File: config.mk
export PLATFORM = sky130hd
export DESIGN_NAME = uart_tx_ctrl_flat
export DESIGN_NICKNAME = d
export VERILOG_FILES = /design/src/logic/soc_pkg.sv /design/src/logic/tcb_if.sv /design/src/logic/uart_tx_ctrl.sv /design/src/flat_wrapper.sv
export VERILOG_INCLUDE_DIRS = /design/src /design/src/include
export SDC_FILE = /design/constraint.sdc
export NUM_CORES = 1
export LEC_CHECK = 0
export ABC_AREA = 1
export BUFFER_PORTS_ARGS = -buffer_cell sky130_fd_sc_hd__buf_2
export CAP_MARGIN = 20
export CORE_MARGIN = 2
export CORE_UTILIZATION = 45
export DETAILED_ROUTE_END_ITERATION = 12
export PLACE_DENSITY_LB_ADDON = 0.05
export SLEW_MARGIN = 30
export SYNTH_ARGS = -nofsm -noshare
export SYNTH_HDL_FRONTEND = slang
export SYNTH_SLANG_ARGS = --single-unit
File: constraint.sdc
create_clock -name clk -period 2 [get_ports clk]
set_input_delay 0.4 -clock clk [delete_from_list [all_inputs] [get_ports clk]]
set_output_delay 0.4 -clock clk [all_outputs]
set_load 0.01 [all_outputs]
File: src/include/soc_params.svh
// Peripheral SoC parameters
`ifndef SOC_PARAMS_SVH
`define SOC_PARAMS_SVH

////////////////////////////////////////////////////////////////////////////
// bus widths
////////////////////////////////////////////////////////////////////////////

`define SOC_ADR_W       16
`define SOC_DAT_W       32

////////////////////////////////////////////////////////////////////////////
// address map
////////////////////////////////////////////////////////////////////////////

// data memory at 0x0000, 4KB
`define SOC_MEM_WORDS   1024
// peripheral regions, 64 bytes each
`define SOC_GPIO_BASE   16'h8000
`define SOC_UART_BASE   16'h8040
`define SOC_PER_SIZE    64

// GPIO register offsets
`define SOC_GPIO_OUT    6'h00
`define SOC_GPIO_ENA    6'h04
`define SOC_GPIO_INP    6'h08

// UART register offsets
`define SOC_UART_DAT    6'h00
`define SOC_UART_STS    6'h04

////////////////////////////////////////////////////////////////////////////
// UART
////////////////////////////////////////////////////////////////////////////

// clock cycles per bit, short for simulation
`define SOC_UART_BDR    8
// transmit FIFO depth, power of two
`define SOC_UART_FIFO   4

`endif

File: src/logic/soc_pkg.sv
// Peripheral SoC types
`default_nettype none

`include "soc_params.svh"

package soc_pkg;

    // bus vectors
    typedef logic [`SOC_ADR_W-1:0]   adr_t;
    typedef logic [`SOC_DAT_W-1:0]   dat_t;
    typedef logic [`SOC_DAT_W/8-1:0] ben_t;

    // one UART character
    typedef logic [7:0] byte_t;

    // decoder targets
    typedef enum logic [1:0] {
        TGT_MEM,
        TGT_GPIO,
        TGT_UART,
        TGT_NONE
    } tgt_e;

    // UART serializer
    typedef enum logic [1:0] {
        UART_IDLE,
        UART_START,
        UART_DATA,
        UART_STOP
    } uart_state_e;

endpackage: soc_pkg

`default_nettype wire

File: src/logic/tcb_if.sv
// System bus interface
`timescale 1ns/10ps
`default_nettype none

interface tcb_if
    import soc_pkg::*;
(
    input logic clk
);

    // request, from manager
    logic vld;
    logic wen;
    adr_t adr;
    ben_t ben;
    dat_t wdt;
    // handshake and response, from subordinate
    logic rdy;
    dat_t rdt;
    logic err;

    // manager side
    modport man (
        input  clk,
        output vld, wen, adr, ben, wdt,
        input  rdy, rdt, err
    );

    // subordinate side
    modport sub (
        input  clk,
        input  vld, wen, adr, ben, wdt,
        output rdy, rdt, err
    );

endinterface: tcb_if

`default_nettype wire

File: src/logic/uart_tx_ctrl.sv
// UART transmitter
`timescale 1ns/10ps
`default_nettype none

`include "soc_params.svh"

module uart_tx_ctrl
    import soc_pkg::*;
(
    input  logic clk,
    input  logic rst_n,
    tcb_if.sub   sub,
    output logic uart_txd
);

    localparam int unsigned OFS_W = $clog2(`SOC_PER_SIZE);
    localparam int unsigned PTR_W = $clog2(`SOC_UART_FIFO);
    localparam int unsigned BDR_W = $clog2(`SOC_UART_BDR);

    logic [OFS_W-1:0] ofs;
    logic             trn;
    logic             push;
    logic             pop;
    // FIFO, head byte stays in place while it is sent
    byte_t            fifo_mem [0:`SOC_UART_FIFO-1];
    logic [PTR_W:0]   wr_ptr;
    logic [PTR_W:0]   rd_ptr;
    logic             full;
    logic             empty;
    logic             last;
    // serializer
    uart_state_e      state;
    logic [BDR_W-1:0] bdr_cnt;
    logic             bit_end;
    logic [2:0]       bit_idx;
    logic             idle;

    assign ofs = sub.adr[OFS_W-1:0];

    // stall only data writes into a full FIFO
    assign sub.rdy = ~(sub.wen & (ofs == OFS_W'(`SOC_UART_DAT)) & full);
    assign sub.err = 1'b0;

    assign trn  = sub.vld & sub.rdy;
    assign push = trn & sub.wen & (ofs == OFS_W'(`SOC_UART_DAT));

////////////////////////////////////////////////////////////////////////////
// transmit FIFO
////////////////////////////////////////////////////////////////////////////

    // wrap bit tells full from empty
    assign empty = (wr_ptr == rd_ptr);
    assign full  = (wr_ptr[PTR_W] != rd_ptr[PTR_W]) &
                   (wr_ptr[PTR_W-1:0] == rd_ptr[PTR_W-1:0]);
    // one entry left, the one on the line
    assign last  = (rd_ptr + 1'b1 == wr_ptr);

    always_ff @(posedge clk) begin
        if (push) begin
            fifo_mem[wr_ptr[PTR_W-1:0]] <= sub.wdt[7:0];
        end
    end

    always_ff @(posedge clk or negedge rst_n) begin
        if (!rst_n) begin
            wr_ptr <= '0;
            rd_ptr <= '0;
        end else begin
            if (push) begin
                wr_ptr <= wr_ptr + 1'b1;
            end
            if (pop) begin
                rd_ptr <= rd_ptr + 1'b1;
            end
        end
    end

////////////////////////////////////////////////////////////////////////////
// serializer
////////////////////////////////////////////////////////////////////////////

    assign bit_end = (bdr_cnt == BDR_W'(`SOC_UART_BDR - 1));
    // entry freed at end of stop bit
    assign pop     = (state == UART_STOP) & bit_end;
    assign idle    = empty & (state == UART_IDLE);

    always_ff @(posedge clk or negedge rst_n) begin
        if (!rst_n) begin
            state   <= UART_IDLE;
            bdr_cnt <= '0;
            bit_idx <= '0;
        end else begin
            // baud counter runs inside a frame
            if ((state == UART_IDLE) || bit_end) begin
                bdr_cnt <= '0;
            end else begin
                bdr_cnt <= bdr_cnt + 1'b1;
            end
            case (state)
                UART_IDLE: begin
                    if (!empty) begin
                        state <= UART_START;
                    end
                end
                UART_START: begin
                    if (bit_end) begin
                        state   <= UART_DATA;
                        bit_idx <= '0;
                    end
                end
                UART_DATA: begin
                    if (bit_end) begin
                        bit_idx <= bit_idx + 1'b1;
                        if (bit_idx == 3'd7) begin
                            state <= UART_STOP;
                        end
                    end
                end
                default: begin
                    // back to back while more bytes wait
                    if (bit_end) begin
                        state <= last ? UART_IDLE : UART_START;
                    end
                end
            endcase
        end
    end

    // registered line, lsb first
    always_ff @(posedge clk or negedge rst_n) begin
        if (!rst_n) begin
            uart_txd <= 1'b1;
        end else begin
            case (state)
                UART_START: uart_txd <= 1'b0;
                UART_DATA:  uart_txd <= fifo_mem[rd_ptr[PTR_W-1:0]][bit_idx];
                default:    uart_txd <= 1'b1;
            endcase
        end
    end

    // status is {idle, full}, data register reads zero
    always_ff @(posedge clk) begin
        if (trn & ~sub.wen) begin
            if (ofs == OFS_W'(`SOC_UART_STS)) begin
                sub.rdt <= {{($bits(dat_t)-2){1'b0}}, idle, full};
            end else begin
                sub.rdt <= '0;
            end
        end
    end

endmodule: uart_tx_ctrl

`default_nettype wire

File: src/flat_wrapper.sv
// flat-port wrapper written by rule: the top's interface ports become plain ports
module uart_tx_ctrl_flat import soc_pkg::*;
  (clk, rst_n, uart_txd, sub_vld, sub_wen, sub_adr, sub_ben, sub_wdt, sub_rdy, sub_rdt, sub_err);
  tcb_if sub_i (.clk(clk));
  input  logic clk;
  input  logic rst_n;
  output logic uart_txd;
  input wire logic [$bits(sub_i.vld)-1:0] sub_vld;
  input wire logic [$bits(sub_i.wen)-1:0] sub_wen;
  input wire logic [$bits(sub_i.adr)-1:0] sub_adr;
  input wire logic [$bits(sub_i.ben)-1:0] sub_ben;
  input wire logic [$bits(sub_i.wdt)-1:0] sub_wdt;
  output wire logic [$bits(sub_i.rdy)-1:0] sub_rdy;
  output wire logic [$bits(sub_i.rdt)-1:0] sub_rdt;
  output wire logic [$bits(sub_i.err)-1:0] sub_err;
  assign sub_i.vld = sub_vld;
  assign sub_i.wen = sub_wen;
  assign sub_i.adr = sub_adr;
  assign sub_i.ben = sub_ben;
  assign sub_i.wdt = sub_wdt;
  assign sub_rdy = sub_i.rdy;
  assign sub_rdt = sub_i.rdt;
  assign sub_err = sub_i.err;
  uart_tx_ctrl u_core (.clk(clk), .rst_n(rst_n), .sub(sub_i), .uart_txd(uart_txd));
endmodule
# Word level (Yosys, flattened, before mapping)
# Memories as Yosys holds them, arrays and structs flattened.
# Index checks and enable logic that the tools add are counted.
dict set report word_totals {
  regBits 47
  latchBits 0
  ram_bits 32
  romBits 0
  inputBits 56
  wordCells 62
  n_memories 1
}
dict set report classes {
  addsub 4
  multipliers 0
  n_div 0
  n_lt_le_gt_ge 1
  n_eq_ne 14
  shifts 0
  n_mux 16
  bitwise_logic 11
  reduce_logical 7
}
# name words width read_ports rd_clocked_by_memory_dff write_ports line
set memory_table {}
lappend memory_table {u_core.fifo_mem 4 8 1 0 1 uart_tx_ctrl.sv:25} ;# byte_t fifo_mem [0:`SOC_UART_FIFO-1];
# cell n
set op_table {}
lappend op_table {{$add 3x1->3 const B} 4}
lappend op_table {{$mux 2} 5}
lappend op_table {{$and 1x1->1} 9}
lappend op_table {{$mux 3} 3}
lappend op_table {{$eq 3x3->1} 2}
lappend op_table {{$eq 3x3->1 const B} 2}
lappend op_table {{$eq 6x3->1 const B} 1}
lappend op_table {{$logic_not 6->1} 1}
lappend op_table {{$ne 2x1->1 const B} 3}
lappend op_table {{$pmux 2 s3} 1}
lappend op_table {{$pmux 3 s2} 1}
lappend op_table {{$reduce_and 5->1} 1}
lappend op_table {{$eq 2x2->1 const B} 2}
lappend op_table {{$lt 3x4->1 const B} 1}
lappend op_table {{$mux 1} 4}
lappend op_table {{$reduce_bool 2->1} 2}
lappend op_table {{$bmux 1 s3} 1}
lappend op_table {{$reduce_and 3->1} 1}
lappend op_table {{$eq 2x1->1 const B} 1}
lappend op_table {{$eq 2x2->1} 1}
lappend op_table {{$logic_not 2->1} 1}
lappend op_table {{$ne 2x2->1 const B} 1}
lappend op_table {{$not 1->1} 2}
lappend op_table {{$pmux 1 s2} 1}
lappend op_table {{2 further kinds} 2}

# Depth between registers and ports, before layout
# Gate-level depths: netlist of run 1.
dict set report logic_depth {
  word_depth 9
  depth_mapped 11
  mapped_depth_nobuf 9
}

# Least setup slack after synthesis of run 1
# Ideal clock, no wire load.
dict set report synth_timing {
  path_type {in2reg}
  from {input port sub_adr[1]}
  to {memory u_core.fifo_mem[2][0] in the netlist's numbering, enable pin}
  setup_ns 0.371
  arrival_time_ns 1.368
  required_time_ns 1.629
  setup_slack_ns 0.261
  cell_stages 5
  n_path_buf 0
  path_cell_list {nor2_1 > nand3_1 > nor2_1 > nand3_4 > nor2_1}
}
dict set report synth_via {
  elab_chain_len 9
}
# item line
set synth_rtl {}
lappend synth_rtl {{start, declared} flat_wrapper.sv:10} ;# input wire logic [$bits(sub_i.adr)-1:0] sub_adr;
lappend synth_rtl {{$logic_not 6->1 (*)} {uart_tx_ctrl.sv:41, uart_tx_ctrl.sv:45}}
lappend synth_rtl {{$and 1x1->1 (2 in a row)} uart_tx_ctrl.sv:41} ;# assign sub.rdy = ~(sub.wen & (ofs == OFS_W'(`SOC_UART_DAT)) & full);
lappend synth_rtl {{$not 1->1} uart_tx_ctrl.sv:41}
lappend synth_rtl {{$and 1x1->1} uart_tx_ctrl.sv:44} ;# assign trn = sub.vld & sub.rdy;
lappend synth_rtl {{$and 1x1->1} uart_tx_ctrl.sv:45} ;# assign push = trn & sub.wen & (ofs == OFS_W'(`SOC_UART_DAT));
lappend synth_rtl {{$and 1x1->1 (*)} uart_tx_ctrl.sv:45}
lappend synth_rtl {{$mux 1 (*)} uart_tx_ctrl.sv:59} ;# if (push) begin
lappend synth_rtl {{$mux 1 (not written as such) (*)} uart_tx_ctrl.sv:60} ;# fifo_mem[wr_ptr[PTR_W-1:0]] <= sub.wdt[7:0];
lappend synth_rtl {{end, declared} uart_tx_ctrl.sv:25}
# Mark *: on every way between the ends. The rest lies on a longest branch, timed or not.

# Worst setup path in the final report of run 1
dict set report layout_timing {
  from {register u_core.rd_ptr[1]}
  to {output port sub_rdy}
}
dict set report layout_via {
  elab_chain_len 4
}
# item line
set layout_rtl {}
lappend layout_rtl {{start, declared} uart_tx_ctrl.sv:27} ;# logic [PTR_W:0] rd_ptr;
lappend layout_rtl {{start signal, assigned} uart_tx_ctrl.sv:73} ;# rd_ptr <= rd_ptr + 1'b1;
lappend layout_rtl {{$eq 2x2->1} uart_tx_ctrl.sv:54} ;# (wr_ptr[PTR_W-1:0] == rd_ptr[PTR_W-1:0]);
lappend layout_rtl {{$and 1x1->1} uart_tx_ctrl.sv:53} ;# assign full = (wr_ptr[PTR_W] != rd_ptr[PTR_W]) &
lappend layout_rtl {{$and 1x1->1} uart_tx_ctrl.sv:41}
lappend layout_rtl {{$not 1->1} uart_tx_ctrl.sv:41}
lappend layout_rtl {{end, declared} flat_wrapper.sv:13} ;# output wire logic [$bits(sub_i.rdy)-1:0] sub_rdy;
# Every way passes these cells.

==> results.md, run 1 <==
- Tmin final: 1.86 ns
- Peak VDD IR: approximately 510 uV
- Final period util: between 90 and 100%
- Ports: between 90 and 100
- First-pass GRT wire length: between 6 and 7 mm
- Gr ovfl total: 0
- Fraction of power consumed by sequential logic: about three fifths
- Leakage power: around 1.2 nW
- Initial antenna violation count: 0
- Synth Instances: around 250
- Final Hold Fails: 14
- Sequential area share after synthesis: 54.1%
- Post-route cell area: between 2000 and 3000 um^2
- Fillcell total: between 500 and 600
- Vias/cell: around 4.5
- Power Density: ~660 nW/um^2
- Synth area leaders: edfxtp_1 39%, dfrtp_1 14%, buf_4 9.3%
- Slowest Stage Delay on Critical Path: approximately 0.40 ns
- Number of synthesis warnings: 0
- Post-route ant nets: 0
- Post-CTS setup buffers: 0
- Critical path cell sequence: buf_4 -> nand2_1 -> a21oi_2 -> nand3_1 -> buf_2
- # rows: 27
- Final Skew: approximately 0.0058 ns
- Fin. max-slew vios: 0
- Initial core utilization: 46.7%
- Mapped Area: 2580 um^2
- CTS Buffer Depth: 2
- H-Tree Depth: 2
- Layout Nets: around 350
- Setup violations, final: 0
- Comb pwr share: 6.3%
- #FFs+latches synth: between 40 and 50
- Pre-antenna DRT Iters: 4
- DRC viols: 0
- Core area: approximately 5500 um^2
- Vias in the first global route: about 1.5k
- Area Overhead vs Synth: 7.16%
- Post-cts resize count: 0
- CP Capture Type: output port
- CP required: 1.60 ns
- Wire length per cell: 12.0 um
- Fmax achieved: between 0.5 and 0.6 GHz
- ANT cells: 0
- GRT Total Usage: 14.7%
- Final wirelength: ~4.3 mm
- P_sw: roughly 0.00044 W
- Status: finished with violations
- Netlist cell types: 27
- CTS tree: built
- Share of the synthesized area in the top cell type: a little under 40%
- Die height: 79.8 um
- CTS buffer count: 5
- Largest net degree at the start of global routing: 18
- Syn Area/Cell: 10.2 um^2
- Drt initial violations: between 60 and 70
- Clock slew at reported path FFs: around 0.090 ns
- Switching Share: around 24%
- CP delay by family, top: flip-flops
- Unrepaired setup endpoints after global routing: no
- Pint: around 0.0014 W
- Setup CP Type: reg -> out
- Die W: 79.8 um
- Placed cell area: 2680 um^2
- Clock sinks: a little under 50
- Root buffer cell: clkbuf_8
- Critical path launch point type: flop
- Port buffer count: 21
- Hold Path Class: in -> async
- Synth area leader: edfxtp_1
- Critical Path AT: approximately 1.5 ns
- Die area: between 6000 and 7000 um^2
- Hold Buf Count CTS: 0
- Skew-Pair Late Insertion Delay: 0.30 ns
- Clock power frac: about 33%
- Share of post-route cells with drive strength above 1: between 10% and 20%
- Worst path bufs/invs: 2
- Slowest cell on crit path: dfrtp_1
- Max_cap viols: 0
- Detailed placer's ending HPWL: between 2 and 3 mm
- GP Congestion: 0.828
- Failing checks: hold timing
- Peak fanout along the critical path: 11
- Fin Setup TNS: 0 ns
- Via count: approximately 1.6k
- Min Hold Slack: -0.00568 ns
[through the flow]
stage	util, %	hold WS [ns]	total power, W	std cells	setup WS [ns]
6_report	50.0	-0.00568	0.00182	356	0.145
5_1_grt	50.0	0.00654	0.00190	356	0.0150
4_1_cts	50.0	0.000245	0.00183	356	0.0966
3_3_place_gp	48.3	0.326	0.00124	348	0.212
3_5_place_dp	48.3	0.337	0.00125	348	0.171
2_1_floorplan	-	0.104	0.00125	283	0.261
[worst register-to-register path, stage by stage, from the launching register on]
cell	delay (ns)
dfrtp_1	0.42
inv_1	0.10
ha_1	0.28
inv_1	0.13
a21oi_2	0.09
nor2_1	0.33
inv_1	0.09
o22ai_1	0.16
[layout make-up]
| class | count | area, um^2 | share of cell area, % |
|---|---|---|---|
| Inverter | 23 | 91.3 | 3.30 |
| Clock buffer | 5 | 68.8 | 2.48 |
| Multi-Input combinational cell | 176 | 943 | 34.1 |
| Timing Repair Buffer | 28 | 158 | 5.69 |
| Clock inverter | 3 | 21.3 | 0.768 |
| Sequential cell | 49 | 1400 | 50.5 |
| Tap cell | 72 | 90.1 | 3.25 |
[metal layers]
metal	GRT usage, %	routed length [um]	share of wire (%)
met1	18.7	2020	47
met2	24.6	2020	48
met3	3.39	159	3.7
met4	5.59	60	1.4
met5	0	0	0
[path summary, 6_finish.rpt]
path	slack, ns	depth (start not counted)	startpoint	endpoint
setup reg to reg	0.31	7	u_core.state[0]	u_core.state[1]
setup / recovery	0.14	5	u_core.rd_ptr[1]	sub_rdy
min in group clk	0.31	1	sub_wdt[4]	u_core.fifo_mem[3][4]
hold / removal	-0.006	1	rst_n	u_core.rd_ptr[2]
hold reg to reg	0.44	1	u_core.bdr_cnt[0]	u_core.bdr_cnt[0]
max in group asynchronous	1.70	1	rst_n	u_core.uart_txd
[synthesized netlist by cell type (all sizes together)]
cell type  instances
o22ai              1
inv               23
dfstp              1
edfxtp            34
xor2               5
dfrtp             14
ha                14
a21oi              3
nand4              2
nand2             53
buf               35
xnor2              2
o21ai              5
nor2              23
nor3               2
nand3             35
conb               1
[power by group through the flow]
| stage | Combinational, W | Sequential (W) | Clock, W |
|---|---|---|---|
| final | 0.000114 | 0.00111 | 0.000594 |
| after global routing | 0.000135 | 0.00111 | 0.000653 |
| after CTS | 0.000115 | 0.00111 | 0.000607 |
| after detailed placement | 0.000114 | 0.00113 | 0 |
| after global placement | 0.000113 | 0.00113 | 0 |
| after floorplan | 0.000120 | 0.00113 | 0 |
[sequential cells by signal (all words and copies together) (netlist names)]
name	cells
u_core.bit_idx	3
u_core.uart_txd	1
u_core.state	2
u_core.bdr_cnt	3
u_core.fifo_mem	32
u_core.rd_ptr	3
u_core.wr_ptr	3
u_core.sub.rdt	2
[layout by cell type (no fill, tap or decap), types with 2 or more instances in the layout]
| cell type | count |
|---|---|
| edfxtp_1 | 34 |
| nand4_1 | 2 |
| conb_1 | 31 |
| ha_1 | 14 |
| xor2_1 | 2 |
| nor2_1 | 21 |
| buf_4 | 7 |
| a21oi_2 | 3 |
| inv_4 | 2 |
| nor3_1 | 2 |
| clkbuf_8 | 5 |
| nand3_1 | 34 |
| o21ai_0 | 4 |
| xnor2_1 | 2 |
| inv_1 | 20 |
| buf_2 | 21 |
| dfrtp_1 | 14 |
| xor2_2 | 3 |
| nand2_2 | 2 |
| nand2_1 | 51 |
[cells by family after synthesis]
group	share of synthesized area (%)
AND/OR/NAND/NOR	19.7
buffers and inverters	13.8
flip-flops	54.1
adder cells (fa/ha/maj)	6.78
AO/OA/AOI/OAI	2.23
XOR/XNOR	3.24
other	0.145
No activity file was read; power rests on OpenSTA's default activity.
==> inputs of run 2 (changes only) <==
Settings changed: CELL_PAD_IN_SITES_DETAIL_PLACEMENT set to 0, CELL_PAD_IN_SITES_GLOBAL_PLACEMENT set to 2, CORE_UTILIZATION 45 to 30.
==> run 2 against run 1 <==
The run still ends with hold timing left. Flip-flop and latch count is the same. Combinational power is essentially flat. Critical endpoint unchanged. Critical path depth is the same. Largest cell class unchanged.
==> results.md, run 2 (synthesis gave the netlist of run 1 again) <==
- Detailed placer's ending HPWL: roughly 3.6 mm
- Max FFs per register: 32
- Final period util: 91.7%
- Placed cell area: roughly 2800 um^2
- CTS buffer count: 5
- Area Overhead vs Synth: 10.4%
- Status: finished with violations
- Initial core utilization: between 30% and 40%
- Critical Path AT: roughly 1.4 ns
- Final Hold Fails: 14
- Largest net degree at the start of global routing: 19
- Drt initial violations: 47
- CP required: 1.60 ns
- Core area: roughly 8300 um^2
- Via count: approximately 1.6k
- Tmin final: between 1.5 and 2 ns
- ANT cells: 0
- Peak fanout along the critical path: 5
- Die area: roughly 9400 um^2
- Setup violations, final: 0
- Port buffer count: 21
- Critical path launch point type: flop
- Worst path bufs/invs: 2
- GRT Total Usage: a little over a tenth
- Skew-Pair Late Insertion Delay: 0.31 ns
- Ports: 91
- GP Congestion: about 0.64
- Max_cap viols: 0
- Fmax achieved: roughly 0.55 GHz
- Most frequent cells in the layout: 51 x nand2_1, 34 x nand3_1, 34 x edfxtp_1, 31 x conb_1
- Die W: 96.8 um
- Post-cts resize count: 0
- CTS Buffer Depth: 2
- Final Skew: between 0.007 and 0.008 ns
- Vias/cell: about 4.1
- Share of post-route cells with drive strength above 1: about a fifth
- Gr ovfl total: 0
- Min Hold Slack: -0.0104 ns
- Slowest cell on crit path: dfrtp_1
- Final wirelength: 4.91 mm
- Leakage power: ~1.3 nW
- Non-filler instance count after layout: 394
- Post-route ant nets: 0
- Clock sinks: between 40 and 50
- # rows: 33
- Peak VDD IR: ~310 uV
- Unrepaired setup endpoints after global routing: no
- Layout Nets: 358
- CP Capture Type: output port
- Post-CTS setup buffers: 0
- Fin Setup TNS: 0 ns
- Vias in the first global route: 1538
- Fin. max-slew vios: 0
- Initial antenna violation count: 0
- Post-route cell area: 2850 um^2
- Hold Buf Count CTS: 0
- CP delay by family, top: flip-flops
- Wire length per cell: approximately 12 um
- Hold Path Class: in -> async
- H-Tree Depth: 2
- Failing checks: hold timing
- Stages on worst setup path: 5
- First-pass GRT wire length: 7.76 mm
- Root buffer cell: clkbuf_8
- Pre-antenna DRT Iters: 4
- CTS tree: built
- Setup CP Type: reg -> out
- Clock slew at reported path FFs: approximately 0.10 ns
- Power Density: roughly 650 nW/um^2
- Placed Cells incl. Taps: 386
- DRC viols: 0
- Die height: roughly 97 um
- Critical path cell sequence: inv_2 -> nand2_1 -> a21oi_2 -> nand3_1 -> buf_2
- Slowest Stage Delay on Critical Path: between 0.4 and 0.5 ns
- Worst r2r path cells: 6
- Most common cell after layout, fill and taps aside: nand2_1
run 2: cell count changes in the layout (fill, tap and decap cells not counted):
cell,delta
buf_4,+5
clkinv_1,-1
inv_2,+1
inv_4,-1
inv_8,+1
run 2: per-stage QoR:
step | total power, W | worst slack [ns] | hold WS [ns] | util (%)
2_1_floorplan | 0.00125 | 0.261 | 0.104 | -
4_1_cts | 0.00189 | 0.0703 | 0.00343 | 34.4
5_1_grt | 0.00194 | 0.0293 | 0.00904 | 34.4
6_report | 0.00187 | 0.166 | -0.0104 | 34.4
3_3_place_gp | 0.00125 | 0.118 | 0.343 | 33.2
3_5_place_dp | 0.00125 | 0.151 | 0.349 | 33.2
run 2: worst paths after layout:
kind                                   start               endpoint  slack, ns
max in group asynchronous              rst_n        u_core.uart_txd       1.70
min                                    rst_n       u_core.rd_ptr[1]      -0.01
min in group clk                  sub_wdt[1]  u_core.fifo_mem[1][1]       0.29
min reg2reg                u_core.bdr_cnt[0]      u_core.bdr_cnt[0]       0.44
max                         u_core.wr_ptr[1]                sub_rdy       0.17
max reg2reg                 u_core.wr_ptr[0]  u_core.fifo_mem[0][2]       0.37
run 2: where the power goes:
| group | total [W] | internal, W | switching (W) |
|---|---|---|---|
| clock network | 0.000644 | 0.000262 | 0.000382 |
| logic | 0.000114 | 0.0000361 | 0.0000783 |
| registers | 0.00111 | 0.00110 | 0.0000142 |
| total | 0.00187 | 0.00139 | 0.000474 |
run 2: layer usage:
metal | wire length, um | global-route usage, % | vias to the layer above
li1 | - | - | 835
met1 | 2180 | 12.8 | 750
met2 | 2490 | 19.1 | 37
met3 | 167 | 2.38 | 7
met5 | 0 | 0 | -
met4 | 76 | 3.58 | 0
run 2: cell type report:
class	instances	area (um^2)
Inverter	23	88.8
Fill cell	865	5450
Clock buffer	5	68.8
Sequential cell	49	1400
Multi-Input combinational cell	176	943
Timing Repair Buffer	33	195
Clock inverter	3	28.8
Tap cell	105	131
